### src/rvPipe_config.svh
/*
 Core-wide constants. The decoder and immediate logic assume RV_XLEN is 32.
 RV_NOP is ADDI x0,x0,0 and fills the fetch register while it is empty.
*/
`ifndef RV_PIPE_CONFIG_SVH
`define RV_PIPE_CONFIG_SVH

`define RV_XLEN      32            // Data and address width
`define RV_REG_COUNT 32            // Architectural registers
`define RV_RESET_PC  32'h0000_0000 // First fetch address
`define RV_NOP       32'h0000_0013 // ADDI x0,x0,0

`endif
### src/rvPipePkg.sv
/*
 Shared types of the pipeline. Stage registers are packed structs.
 Field widths follow the macros in the config header.
*/
`default_nettype none
`include "rvPipe_config.svh"

package rvPipePkg;

    typedef logic [`RV_XLEN-1:0] xlenWord;              // Data or address word
    typedef logic [31:0] instrWord;                     // Raw instruction
    typedef logic [$clog2(`RV_REG_COUNT)-1:0] regIndex; // Register number

    typedef enum logic [3:0] {
        ALU_ADD, ALU_SUB, ALU_AND, ALU_OR, ALU_XOR,
        ALU_SLL, ALU_SRL, ALU_SRA, ALU_SLT, ALU_SLTU,
        ALU_PASS_B                                      // LUI result
    } aluOp;

    typedef struct packed {
        logic     valid;
        xlenWord  pc;
        instrWord instr;
    } fetchToDecode;

    typedef struct packed {
        logic    valid;
        xlenWord operandA;
        xlenWord operandB;                              // Register or immediate
        xlenWord storeData;                             // rs2 value for SW
        regIndex rd;
        logic    regWrite;
        logic    isLoad;
        logic    isStore;
        aluOp    op;
    } decodeToExecute;

    typedef struct packed {
        logic    valid;
        xlenWord aluResult;                             // Result or address
        xlenWord storeData;
        regIndex rd;
        logic    regWrite;
        logic    isLoad;
        logic    isStore;
    } executeToMemory;

    typedef struct packed {
        logic    valid;
        regIndex rd;
        xlenWord value;
    } writeBack;

    typedef struct packed {
        logic    valid;
        logic    write;
        xlenWord addr;
        xlenWord wdata;
    } memRequest;

    typedef struct packed {
        logic    done;                                  // One cycle per transaction
        xlenWord rdata;
    } memResponse;

    typedef enum logic [2:0] {
        IDLE, READ_ADDR, READ_DATA, WRITE_REQ, WRITE_RESP
    } arbState;

endpackage

`default_nettype wire

### src/decodeStage.sv
/*
 Decode, register file and RAW interlock. No forwarding. A source that
 matches a pending rd in any later register stalls decode.
 Write-back is visible to a read in the same cycle. Unknown opcodes drop out.
*/
`timescale 1ns/1ps
`default_nettype none
`include "rvPipe_config.svh"

module decodeStage (
    input  wire logic                      clk,
    input  wire logic                      reset_n,
    input  wire rvPipePkg::fetchToDecode   fromFetch,
    input  wire logic                      hold,
    input  wire rvPipePkg::executeToMemory exDest,
    input  wire rvPipePkg::executeToMemory memDest,
    input  wire rvPipePkg::writeBack       wb,
    output logic                           stall,
    output rvPipePkg::decodeToExecute      toExecute
);

    rvPipePkg::xlenWord regFile [`RV_REG_COUNT]; // Slot 0 never read
    rvPipePkg::regIndex rs1, rs2, rd;
    rvPipePkg::xlenWord rs1Val, rs2Val, immI, immS, immU;
    rvPipePkg::decodeToExecute decoded;
    logic [6:0] opcode;
    logic [2:0] funct3;
    logic useRs1, useRs2, rs1Busy, rs2Busy, interlock;

    function automatic rvPipePkg::aluOp opFromFunct(input logic [2:0] f3, input logic alt);
        case (f3)
            3'b000:  return alt ? rvPipePkg::ALU_SUB : rvPipePkg::ALU_ADD;
            3'b001:  return rvPipePkg::ALU_SLL;
            3'b010:  return rvPipePkg::ALU_SLT;
            3'b011:  return rvPipePkg::ALU_SLTU;
            3'b100:  return rvPipePkg::ALU_XOR;
            3'b101:  return alt ? rvPipePkg::ALU_SRA : rvPipePkg::ALU_SRL;
            3'b110:  return rvPipePkg::ALU_OR;
            default: return rvPipePkg::ALU_AND;
        endcase
    endfunction

    // Source waits on a valid, register-writing entry with the same rd
    function automatic logic waitsOn(input rvPipePkg::regIndex src, input logic valid,
                                     input logic regWrite, input rvPipePkg::regIndex dst);
        return valid && regWrite && (src == dst);
    endfunction

    assign opcode = fromFetch.instr[6:0];
    assign funct3 = fromFetch.instr[14:12];
    assign rd     = fromFetch.instr[11:7];
    assign rs1    = fromFetch.instr[19:15];
    assign rs2    = fromFetch.instr[24:20];
    assign immI   = {{20{fromFetch.instr[31]}}, fromFetch.instr[31:20]};
    assign immS   = {{20{fromFetch.instr[31]}}, fromFetch.instr[31:25], fromFetch.instr[11:7]};
    assign immU   = {fromFetch.instr[31:12], 12'b0};

    // Reads with write-back bypass
    assign rs1Val = (rs1 == '0) ? '0 : (wb.valid && wb.rd == rs1) ? wb.value : regFile[rs1];
    assign rs2Val = (rs2 == '0) ? '0 : (wb.valid && wb.rd == rs2) ? wb.value : regFile[rs2];

    always_comb begin
        decoded           = '0;
        decoded.operandA  = rs1Val;
        decoded.storeData = rs2Val;
        decoded.rd        = rd;
        useRs1            = 1'b1;
        useRs2            = 1'b0;
        case (opcode)
            7'b0110011: begin                    // Register-register
                decoded.valid    = 1'b1;
                decoded.regWrite = 1'b1;
                decoded.operandB = rs2Val;
                decoded.op       = opFromFunct(funct3, fromFetch.instr[30]);
                useRs2           = 1'b1;
            end
            7'b0010011: begin                    // Immediate forms without SUBI
                decoded.valid    = 1'b1;
                decoded.regWrite = 1'b1;
                decoded.operandB = immI;
                decoded.op       = opFromFunct(funct3, funct3 == 3'b101 && fromFetch.instr[30]);
            end
            7'b0110111: begin                    // LUI
                decoded.valid    = 1'b1;
                decoded.regWrite = 1'b1;
                decoded.operandB = immU;
                decoded.op       = rvPipePkg::ALU_PASS_B;
                useRs1           = 1'b0;
            end
            7'b0000011: begin                    // LW
                decoded.valid    = 1'b1;
                decoded.regWrite = 1'b1;
                decoded.isLoad   = 1'b1;
                decoded.operandB = immI;
            end
            7'b0100011: begin                    // SW
                decoded.valid    = 1'b1;
                decoded.isStore  = 1'b1;
                decoded.operandB = immS;
                useRs2           = 1'b1;
            end
            default: useRs1 = 1'b0;              // Unsupported
        endcase
        decoded.regWrite = decoded.regWrite && (rd != '0);
        decoded.valid    = decoded.valid && fromFetch.valid;
    end

    assign rs1Busy = waitsOn(rs1, toExecute.valid, toExecute.regWrite, toExecute.rd)
                  || waitsOn(rs1, exDest.valid, exDest.regWrite, exDest.rd)
                  || waitsOn(rs1, memDest.valid, memDest.regWrite, memDest.rd);
    assign rs2Busy = waitsOn(rs2, toExecute.valid, toExecute.regWrite, toExecute.rd)
                  || waitsOn(rs2, exDest.valid, exDest.regWrite, exDest.rd)
                  || waitsOn(rs2, memDest.valid, memDest.regWrite, memDest.rd);
    assign interlock = fromFetch.valid && ((useRs1 && rs1Busy) || (useRs2 && rs2Busy));
    assign stall     = interlock || hold;

    always_ff @(posedge clk or negedge reset_n) begin
        if (!reset_n) begin
            for (int i = 0; i < `RV_REG_COUNT; i++)
                regFile[i] <= '0;
        end else if (wb.valid && wb.rd != '0) begin
            regFile[wb.rd] <= wb.value;
        end
    end

    always_ff @(posedge clk or negedge reset_n) begin
        if (!reset_n)
            toExecute <= '0;
        else if (hold)
            toExecute <= toExecute;              // Memory stage busy
        else if (interlock)
            toExecute <= '0;                     // Bubble
        else
            toExecute <= decoded;
    end

    // Retirement never targets x0
    assert property (@(posedge clk) disable iff (!reset_n) wb.valid |-> wb.rd != '0);

endmodule

`default_nettype wire

### src/executeStage.sv
/*
 ALU and execute/memory register. The register freezes while hold is high.
 Shift amounts use the low 5 bits of operand B.
*/
`timescale 1ns/1ps
`default_nettype none

module executeStage (
    input  wire logic                      clk,
    input  wire logic                      reset_n,
    input  wire rvPipePkg::decodeToExecute fromDecode,
    input  wire logic                      hold,
    output rvPipePkg::executeToMemory      toMemory
);

    rvPipePkg::xlenWord a, b, result;

    assign a = fromDecode.operandA;
    assign b = fromDecode.operandB;

    always_comb begin
        case (fromDecode.op)
            rvPipePkg::ALU_ADD:    result = a + b;
            rvPipePkg::ALU_SUB:    result = a - b;
            rvPipePkg::ALU_AND:    result = a & b;
            rvPipePkg::ALU_OR:     result = a | b;
            rvPipePkg::ALU_XOR:    result = a ^ b;
            rvPipePkg::ALU_SLL:    result = a << b[4:0];
            rvPipePkg::ALU_SRL:    result = a >> b[4:0];
            rvPipePkg::ALU_SRA:    result = $unsigned($signed(a) >>> b[4:0]);
            rvPipePkg::ALU_SLT:    result = {31'b0, $signed(a) < $signed(b)};
            rvPipePkg::ALU_SLTU:   result = {31'b0, a < b};
            rvPipePkg::ALU_PASS_B: result = b;    // LUI
            default:               result = '0;
        endcase
    end

    always_ff @(posedge clk or negedge reset_n) begin
        if (!reset_n) begin
            toMemory <= '0;
        end else if (!hold) begin
            if (fromDecode.valid) begin
                toMemory.valid     <= 1'b1;
                toMemory.aluResult <= result;
                toMemory.storeData <= fromDecode.storeData;
                toMemory.rd        <= fromDecode.rd;
                toMemory.regWrite  <= fromDecode.regWrite;
                toMemory.isLoad    <= fromDecode.isLoad;
                toMemory.isStore   <= fromDecode.isStore;
            end else begin
                toMemory <= '0;                   // Pass the bubble on
            end
        end
    end

endmodule

`default_nettype wire

### src/fetchStage.sv
/*
 One fetch outstanding at a time. A request starts only once the output
 register is empty or being consumed, so a returning word always has room.
*/
`timescale 1ns/1ps
`default_nettype none
`include "rvPipe_config.svh"

module fetchStage (
    input  wire logic                    clk,
    input  wire logic                    reset_n,
    input  wire logic                    stall,
    input  wire rvPipePkg::memResponse   memResp,
    output rvPipePkg::memRequest         memReq,
    output rvPipePkg::fetchToDecode      toDecode
);

    rvPipePkg::xlenWord pc;
    logic reqActive;                     // Read in flight at pc

    assign memReq.valid = reqActive;
    assign memReq.write = 1'b0;          // Fetch only reads
    assign memReq.addr  = pc;
    assign memReq.wdata = '0;

    always_ff @(posedge clk or negedge reset_n) begin
        if (!reset_n) begin
            pc             <= `RV_RESET_PC;
            reqActive      <= 1'b0;
            toDecode.valid <= 1'b0;
            toDecode.pc    <= `RV_RESET_PC;
            toDecode.instr <= `RV_NOP;
        end else begin
            if (toDecode.valid && !stall)
                toDecode.valid <= 1'b0;  // Consumed by decode
            if (memResp.done) begin
                toDecode.valid <= 1'b1;
                toDecode.pc    <= pc;
                toDecode.instr <= memResp.rdata;
                pc             <= pc + 32'd4;
                reqActive      <= 1'b0;
            end else if (!reqActive && (!toDecode.valid || !stall)) begin
                reqActive <= 1'b1;       // Register empties at this edge
            end
        end
    end

endmodule

`default_nettype wire

### src/memArbiter.sv
/*
 Single AXI4-Lite master shared by data and fetch, one transaction at a time.
 Data wins in IDLE. No new grant on the done cycle, while the requester still
 shows its old request. Response codes are not checked.
*/
`timescale 1ns/1ps
`default_nettype none

module memArbiter (
    input  wire logic                    clk,
    input  wire logic                    reset_n,
    input  wire rvPipePkg::memRequest    dataReq,
    input  wire rvPipePkg::memRequest    fetchReq,
    output rvPipePkg::memResponse        dataResp,
    output rvPipePkg::memResponse        fetchResp,
    output logic                         arValid,
    input  wire logic                    arReady,
    output rvPipePkg::xlenWord           arAddr,
    input  wire logic                    rValid,
    output logic                         rReady,
    input  wire rvPipePkg::xlenWord      rData,
    input  wire logic [1:0]              rResp,
    output logic                         awValid,
    input  wire logic                    awReady,
    output rvPipePkg::xlenWord           awAddr,
    output logic                         wValid,
    input  wire logic                    wReady,
    output rvPipePkg::xlenWord           wData,
    output logic [`RV_XLEN/8-1:0]        wStrb,
    input  wire logic                    bValid,
    output logic                         bReady,
    input  wire logic [1:0]              bResp
);

    rvPipePkg::arbState   state;
    rvPipePkg::memRequest pick;
    rvPipePkg::xlenWord   rdataReg;
    logic grantData, doneReg, start;

    assign pick  = dataReq.valid ? dataReq : fetchReq; // Data first
    assign start = (state == rvPipePkg::IDLE) && !doneReg && pick.valid;

    assign rReady = (state == rvPipePkg::READ_DATA);
    assign bReady = (state == rvPipePkg::WRITE_RESP);
    assign wStrb  = '1;                                 // Word writes only

    assign dataResp.done   = doneReg && grantData;
    assign dataResp.rdata  = rdataReg;
    assign fetchResp.done  = doneReg && !grantData;
    assign fetchResp.rdata = rdataReg;

    always_ff @(posedge clk or negedge reset_n) begin
        if (!reset_n) begin
            state     <= rvPipePkg::IDLE;
            grantData <= 1'b0;
            doneReg   <= 1'b0;
            arValid   <= 1'b0;
            awValid   <= 1'b0;
            wValid    <= 1'b0;
        end else begin
            doneReg <= 1'b0;
            case (state)
                rvPipePkg::IDLE: if (start) begin
                    grantData <= dataReq.valid;
                    if (pick.write) begin
                        awValid <= 1'b1;                // AW and W together
                        wValid  <= 1'b1;
                        state   <= rvPipePkg::WRITE_REQ;
                    end else begin
                        arValid <= 1'b1;
                        state   <= rvPipePkg::READ_ADDR;
                    end
                end
                rvPipePkg::READ_ADDR: if (arReady) begin
                    arValid <= 1'b0;
                    state   <= rvPipePkg::READ_DATA;
                end
                rvPipePkg::READ_DATA: if (rValid) begin
                    doneReg <= 1'b1;
                    state   <= rvPipePkg::IDLE;
                end
                rvPipePkg::WRITE_REQ: begin
                    if (awReady) awValid <= 1'b0;
                    if (wReady)  wValid  <= 1'b0;
                    if ((!awValid || awReady) && (!wValid || wReady))
                        state <= rvPipePkg::WRITE_RESP;
                end
                rvPipePkg::WRITE_RESP: if (bValid) begin
                    doneReg <= 1'b1;
                    state   <= rvPipePkg::IDLE;
                end
                default: state <= rvPipePkg::IDLE;
            endcase
        end
    end

    // Payload loaded once per transaction
    always_ff @(posedge clk) begin
        if (start) begin
            arAddr <= pick.addr;
            awAddr <= pick.addr;
            wData  <= pick.wdata;
        end
        if (rValid && rReady)
            rdataReg <= rData;
    end

    // Done goes back only to a requester still holding its request
    assert property (@(posedge clk) disable iff (!reset_n)
        doneReg |-> (grantData ? dataReq.valid : fetchReq.valid));
    // AR address follows the granted request while it waits for arReady
    assert property (@(posedge clk) disable iff (!reset_n)
        arValid |-> arAddr == (grantData ? dataReq.addr : fetchReq.addr));

endmodule

`default_nettype wire

### src/memoryStage.sv
/*
 Holds one instruction. ALU results retire the cycle after arrival.
 LW/SW keep busy high until the arbiter returns done; a load retires then.
*/
`timescale 1ns/1ps
`default_nettype none

module memoryStage (
    input  wire logic                      clk,
    input  wire logic                      reset_n,
    input  wire rvPipePkg::executeToMemory fromExecute,
    input  wire rvPipePkg::memResponse     memResp,
    output rvPipePkg::memRequest           memReq,
    output logic                           busy,
    output rvPipePkg::executeToMemory      current,
    output rvPipePkg::writeBack            wb
);

    logic isMem;                                    // Load or store in hand

    assign isMem = current.valid && (current.isLoad || current.isStore);
    assign busy  = isMem && !memResp.done;

    assign memReq.valid = isMem;
    assign memReq.write = current.isStore;
    assign memReq.addr  = current.aluResult;
    assign memReq.wdata = current.storeData;

    assign wb.valid = current.valid && current.regWrite && (!isMem || memResp.done);
    assign wb.rd    = current.rd;
    assign wb.value = current.isLoad ? memResp.rdata : current.aluResult;

    always_ff @(posedge clk or negedge reset_n) begin
        if (!reset_n)
            current <= '0;
        else if (!busy)
            current <= fromExecute;                 // Takes bubbles too
    end

    // Done only answers a request this stage still holds
    assert property (@(posedge clk) disable iff (!reset_n)
        memResp.done |-> isMem);

endmodule

`default_nettype wire

### src/rvPipeTop.sv
/*
 Four-stage RV32I subset core on one AXI4-Lite master port.
 Memory-stage busy freezes execute, decode and fetch.
*/
`timescale 1ns/1ps
`default_nettype none
`include "rvPipe_config.svh"

module rvPipeTop (
    input  wire logic                clk,
    input  wire logic                reset_n,
    output logic                     arValid,
    input  wire logic                arReady,
    output rvPipePkg::xlenWord       arAddr,
    input  wire logic                rValid,
    output logic                     rReady,
    input  wire rvPipePkg::xlenWord  rData,
    input  wire logic [1:0]          rResp,
    output logic                     awValid,
    input  wire logic                awReady,
    output rvPipePkg::xlenWord       awAddr,
    output logic                     wValid,
    input  wire logic                wReady,
    output rvPipePkg::xlenWord       wData,
    output logic [`RV_XLEN/8-1:0]    wStrb,
    input  wire logic                bValid,
    output logic                     bReady,
    input  wire logic [1:0]          bResp
);

    rvPipePkg::fetchToDecode   f2d;
    rvPipePkg::decodeToExecute d2e;
    rvPipePkg::executeToMemory e2m, memCurrent;
    rvPipePkg::writeBack       wbBus;
    rvPipePkg::memRequest      fetchReq, dataReq;
    rvPipePkg::memResponse     fetchResp, dataResp;
    logic decodeStall, memBusy;

    fetchStage fetch_inst (
        .clk(clk), .reset_n(reset_n), .stall(decodeStall),
        .memResp(fetchResp), .memReq(fetchReq), .toDecode(f2d)
    );

    decodeStage decode_inst (
        .clk(clk), .reset_n(reset_n), .fromFetch(f2d), .hold(memBusy),
        .exDest(e2m), .memDest(memCurrent), .wb(wbBus),
        .stall(decodeStall), .toExecute(d2e)
    );

    executeStage execute_inst (
        .clk(clk), .reset_n(reset_n), .fromDecode(d2e), .hold(memBusy),
        .toMemory(e2m)
    );

    memoryStage memory_inst (
        .clk(clk), .reset_n(reset_n), .fromExecute(e2m), .memResp(dataResp),
        .memReq(dataReq), .busy(memBusy), .current(memCurrent), .wb(wbBus)
    );

    memArbiter arbiter_inst (
        .clk(clk), .reset_n(reset_n),
        .dataReq(dataReq), .fetchReq(fetchReq),
        .dataResp(dataResp), .fetchResp(fetchResp),
        .arValid(arValid), .arReady(arReady), .arAddr(arAddr),
        .rValid(rValid), .rReady(rReady), .rData(rData), .rResp(rResp),
        .awValid(awValid), .awReady(awReady), .awAddr(awAddr),
        .wValid(wValid), .wReady(wReady), .wData(wData), .wStrb(wStrb),
        .bValid(bValid), .bReady(bReady), .bResp(bResp)
    );

endmodule

`default_nettype wire

### config.mk
export PLATFORM = sky130hd
export DESIGN_NAME = rvPipeTop
export DESIGN_NICKNAME = d
export VERILOG_FILES = /design/src/rvPipePkg.sv /design/src/decodeStage.sv /design/src/executeStage.sv /design/src/fetchStage.sv /design/src/memArbiter.sv /design/src/memoryStage.sv /design/src/rvPipeTop.sv
export VERILOG_INCLUDE_DIRS = /design/src
export SDC_FILE = /design/constraint.sdc
export NUM_CORES = 2
export LEC_CHECK = 0
export ABC_CLOCK_PERIOD_IN_PS = 9100
export BUFFER_PORTS_ARGS = -buffer_cell sky130_fd_sc_hd__buf_2
export CAP_MARGIN = 15
export CORE_MARGIN = 1
export CORE_UTILIZATION = 44
export DETAILED_ROUTE_END_ITERATION = 10
export GPL_ROUTABILITY_DRIVEN = 0
export GPL_TIMING_DRIVEN = 0
export PLACE_DENSITY = 0.71
export SYNTH_ARGS = -nofsm -noshare
export SYNTH_HDL_FRONTEND = slang
export SYNTH_HIERARCHICAL = 1
export SYNTH_SLANG_ARGS = --single-unit
### constraint.sdc
create_clock -name clk -period 9.1 [get_ports clk]
set_clock_uncertainty 0.1 [all_clocks]
set_input_delay 1.82 -clock clk [delete_from_list [all_inputs] [get_ports clk]]
set_output_delay 1.82 -clock clk [all_outputs]
set_load 0.05 [all_outputs]
==> out/metrics.cfg <==
[drt]
postRouteWirelength_um = 322000
vias = 65600
vias_per_cell = 6.82
ant_nets = 0
drt_first_pass_iters = 7
wl_per_cell_um = 33.5
dr.first_iter.drc_count = 10700
drc_errors = 0

[timing]
maxSlewViolCount = 0
max_freq_ghz = 0.180
tightest_slew_ns = 1.45
fin_ws_ns = 3.55
slew-limit-headroom_pct = 3.30
hold_viol = 0
min_period_ns = 5.55
setup_viol = 0
min_period_over_period_pct = 61.0
rsz0062_at_grt = no
setup_tns_ns = 0

[power]
peakVddDrop_mv = 0.188
pwr-share-comb_pct = 44.5
seq_power_share_pct = 29.7
p_switching_mw = 11.4
total_power_mw = 25.5
leakage_nw = 41.8
pwr-share-clk_pct = 25.8
netSwitchingFraction_pct = 44.7
power_density_mw_per_mm2 = 273
internal_power_mw = 14.1

[floorplanning]
rows = 159
start_util_pct = 44.4
coreArea_sq_mm = 0.188
dieWidth_um = 438
fp.dieH_um = 438
io_pins = 148
die_area_sq_mm = 0.192

[cts]
h-tree-depth = 4
clockRootBuffer = clkbuf_16
cts_tree = yes
clockBufferDepth = 3
postCtsSetupBuffers = 0
clock_latency_ns = 0.82
ctsHoldBuffers = 0
path_clk_slew_ns = 0.06
clock_sinks = 1447
numCtsBuffers = 153
cts_resized = 0

[setup_path]
arrival_ns = 6.11
critPathKind = reg2reg
worstPathRequired_ns = 9.65
worst_setup_path_end_kind = flip-flop
cp-start-kind = flip-flop
crit_top_cell = clkbuf_1
worstPathCellList = buf_4 > or3_4 > clkbuf_1 > clkbuf_1 > o221ai_1 > a211oi_1 > a21oi_1 > mux2i_1 > o21ai_1
rrSetupSlack_ns = 3.55
cp_max_fo = 10
max_stage_delay_ns = 1.00
slowest_stage = clkbuf_1

[global_routing]
grt_pass1_wl_um = 456000
antenna_found_initial = 22
grt_overflow = 0
first_global_vias = 63100
grt_max_degree = 172
grt_use_total_pct = 33.0

[synth]
ys_warn_count = 6
synthesis.area_sq_mm = 0.0837
netlist_instances = 6611
syn_area_per_cell_sq_um = 12.7

[place]
hpwl_um = 235000
pre_cts_slack_ns = 4.05
io_buffers = 139
placed_area_sq_mm = 0.0881

[finish]
drive_above_1_share_pct = 36.8
final_nets = 7118
syn2layout_area_growth_pct = 11.6
design_area_sq_mm = 0.0935

[run]
cap_viol_max_count = 0

[hold_path]
hp-class = reg2reg

[run_status]
outcome = finished, final reports clean

==> area by class of cell <==
cell class / count / area (sq um)
Antenna cell: 20 / 50.0
Buffer: 802 / 4500
Sequential cell: 1447 / 36700
Fill cell: 16100 / 94900
Multi-Input combinational cell: 4285 / 42300
Inverter: 114 / 428
Clock inverter: 56 / 742
Timing Repair Buffer: 172 / 1210
Clock buffer: 224 / 4480
Tap cell: 2495 / 3120
==> critical path: cells and delay by family, from the launching register on <==
family                 cells  cell delay, ns
buffers and inverters      3            2.14
multiplexers               1            0.53
flip-flops                 1            0.35
AND/OR/NAND/NOR            1            0.22
AO/OA/AOI/OAI              4            2.04
==> path summary, 6_finish.rpt <==
| kind | from | to | depth (start not counted) |
|---|---|---|---|
| setup / recovery | fetch_inst/toDecode[22] | decode_inst/toExecute[25] | 9 |
| hold / removal | decode_inst/regFile[993] | decode_inst/regFile[993] | 1 |
| setup reg to reg | fetch_inst/toDecode[22] | decode_inst/toExecute[25] | 9 |
| hold reg to reg | decode_inst/regFile[993] | decode_inst/regFile[993] | 1 |
| max in group asynchronous | reset_n | decode_inst/regFile[559] | 4 |
| min in group asynchronous | reset_n | arbiter_inst/wValid | 1 |
==> flip-flops by register name (all words and copies together), names as in the netlist, 3 cells and up <==
name	cells
arbiter_inst/awAddr	32
arbiter_inst/rdataReg	32
arbiter_inst/state	3
arbiter_inst/wData	32
decode_inst/regFile	1024
decode_inst/toExecute	109
execute_inst/toMemory	73
fetch_inst/pc	30
fetch_inst/toDecode	33
memory_inst/current	73
==> per-stage QoR <==
stage	instances	utilization [%]	hold WS [ns]
2_1_floorplan	6648	-	0.341
3_3_place_gp	9282	46.5	0.353
3_5_place_dp	9300	46.7	0.368
4_1_cts	9580	49.5	0.381
5_1_grt	9597	49.6	0.397
6_report	9615	49.6	0.381
==> metal layers <==
metal,vias up,wire [um],global-route usage (%)
met2,5544,131000,45.8
met3,1506,50500,15.4
met1,33100,113000,40.4
met4,25,27400,22.5
li1,25500,-,-
met5,-,590,1.61
==> power by group through the flow <==
stage,Combinational [mW],Sequential (mW),Clock (mW)
after floorplan,6.00,7.82,0
after global placement,10.4,7.67,0
after detailed placement,10.6,7.66,0
after CTS,10.6,7.54,6.61
after global routing,11.3,7.60,6.87
final,11.4,7.58,6.58
==> cells in the final DEF, fill, tap and decap left out, types with 72 or more instances in the layout <==
cell type	count
dfrtp_1	1348
mux2_2	1182
mux4_2	470
clkbuf_1	348
nand2_1	346
buf_2	281
mux2i_1	273
a21oi_1	247
nor2_1	234
buf_4	228
clkbuf_16	158
o21ai_0	136
inv_1	110
o21ai_1	102
nand3_1	98
ha_1	98
edfxtp_1	96
a22o_1	77
o221ai_1	73
buf_1	72
Power figures use the tool's default switching activity.
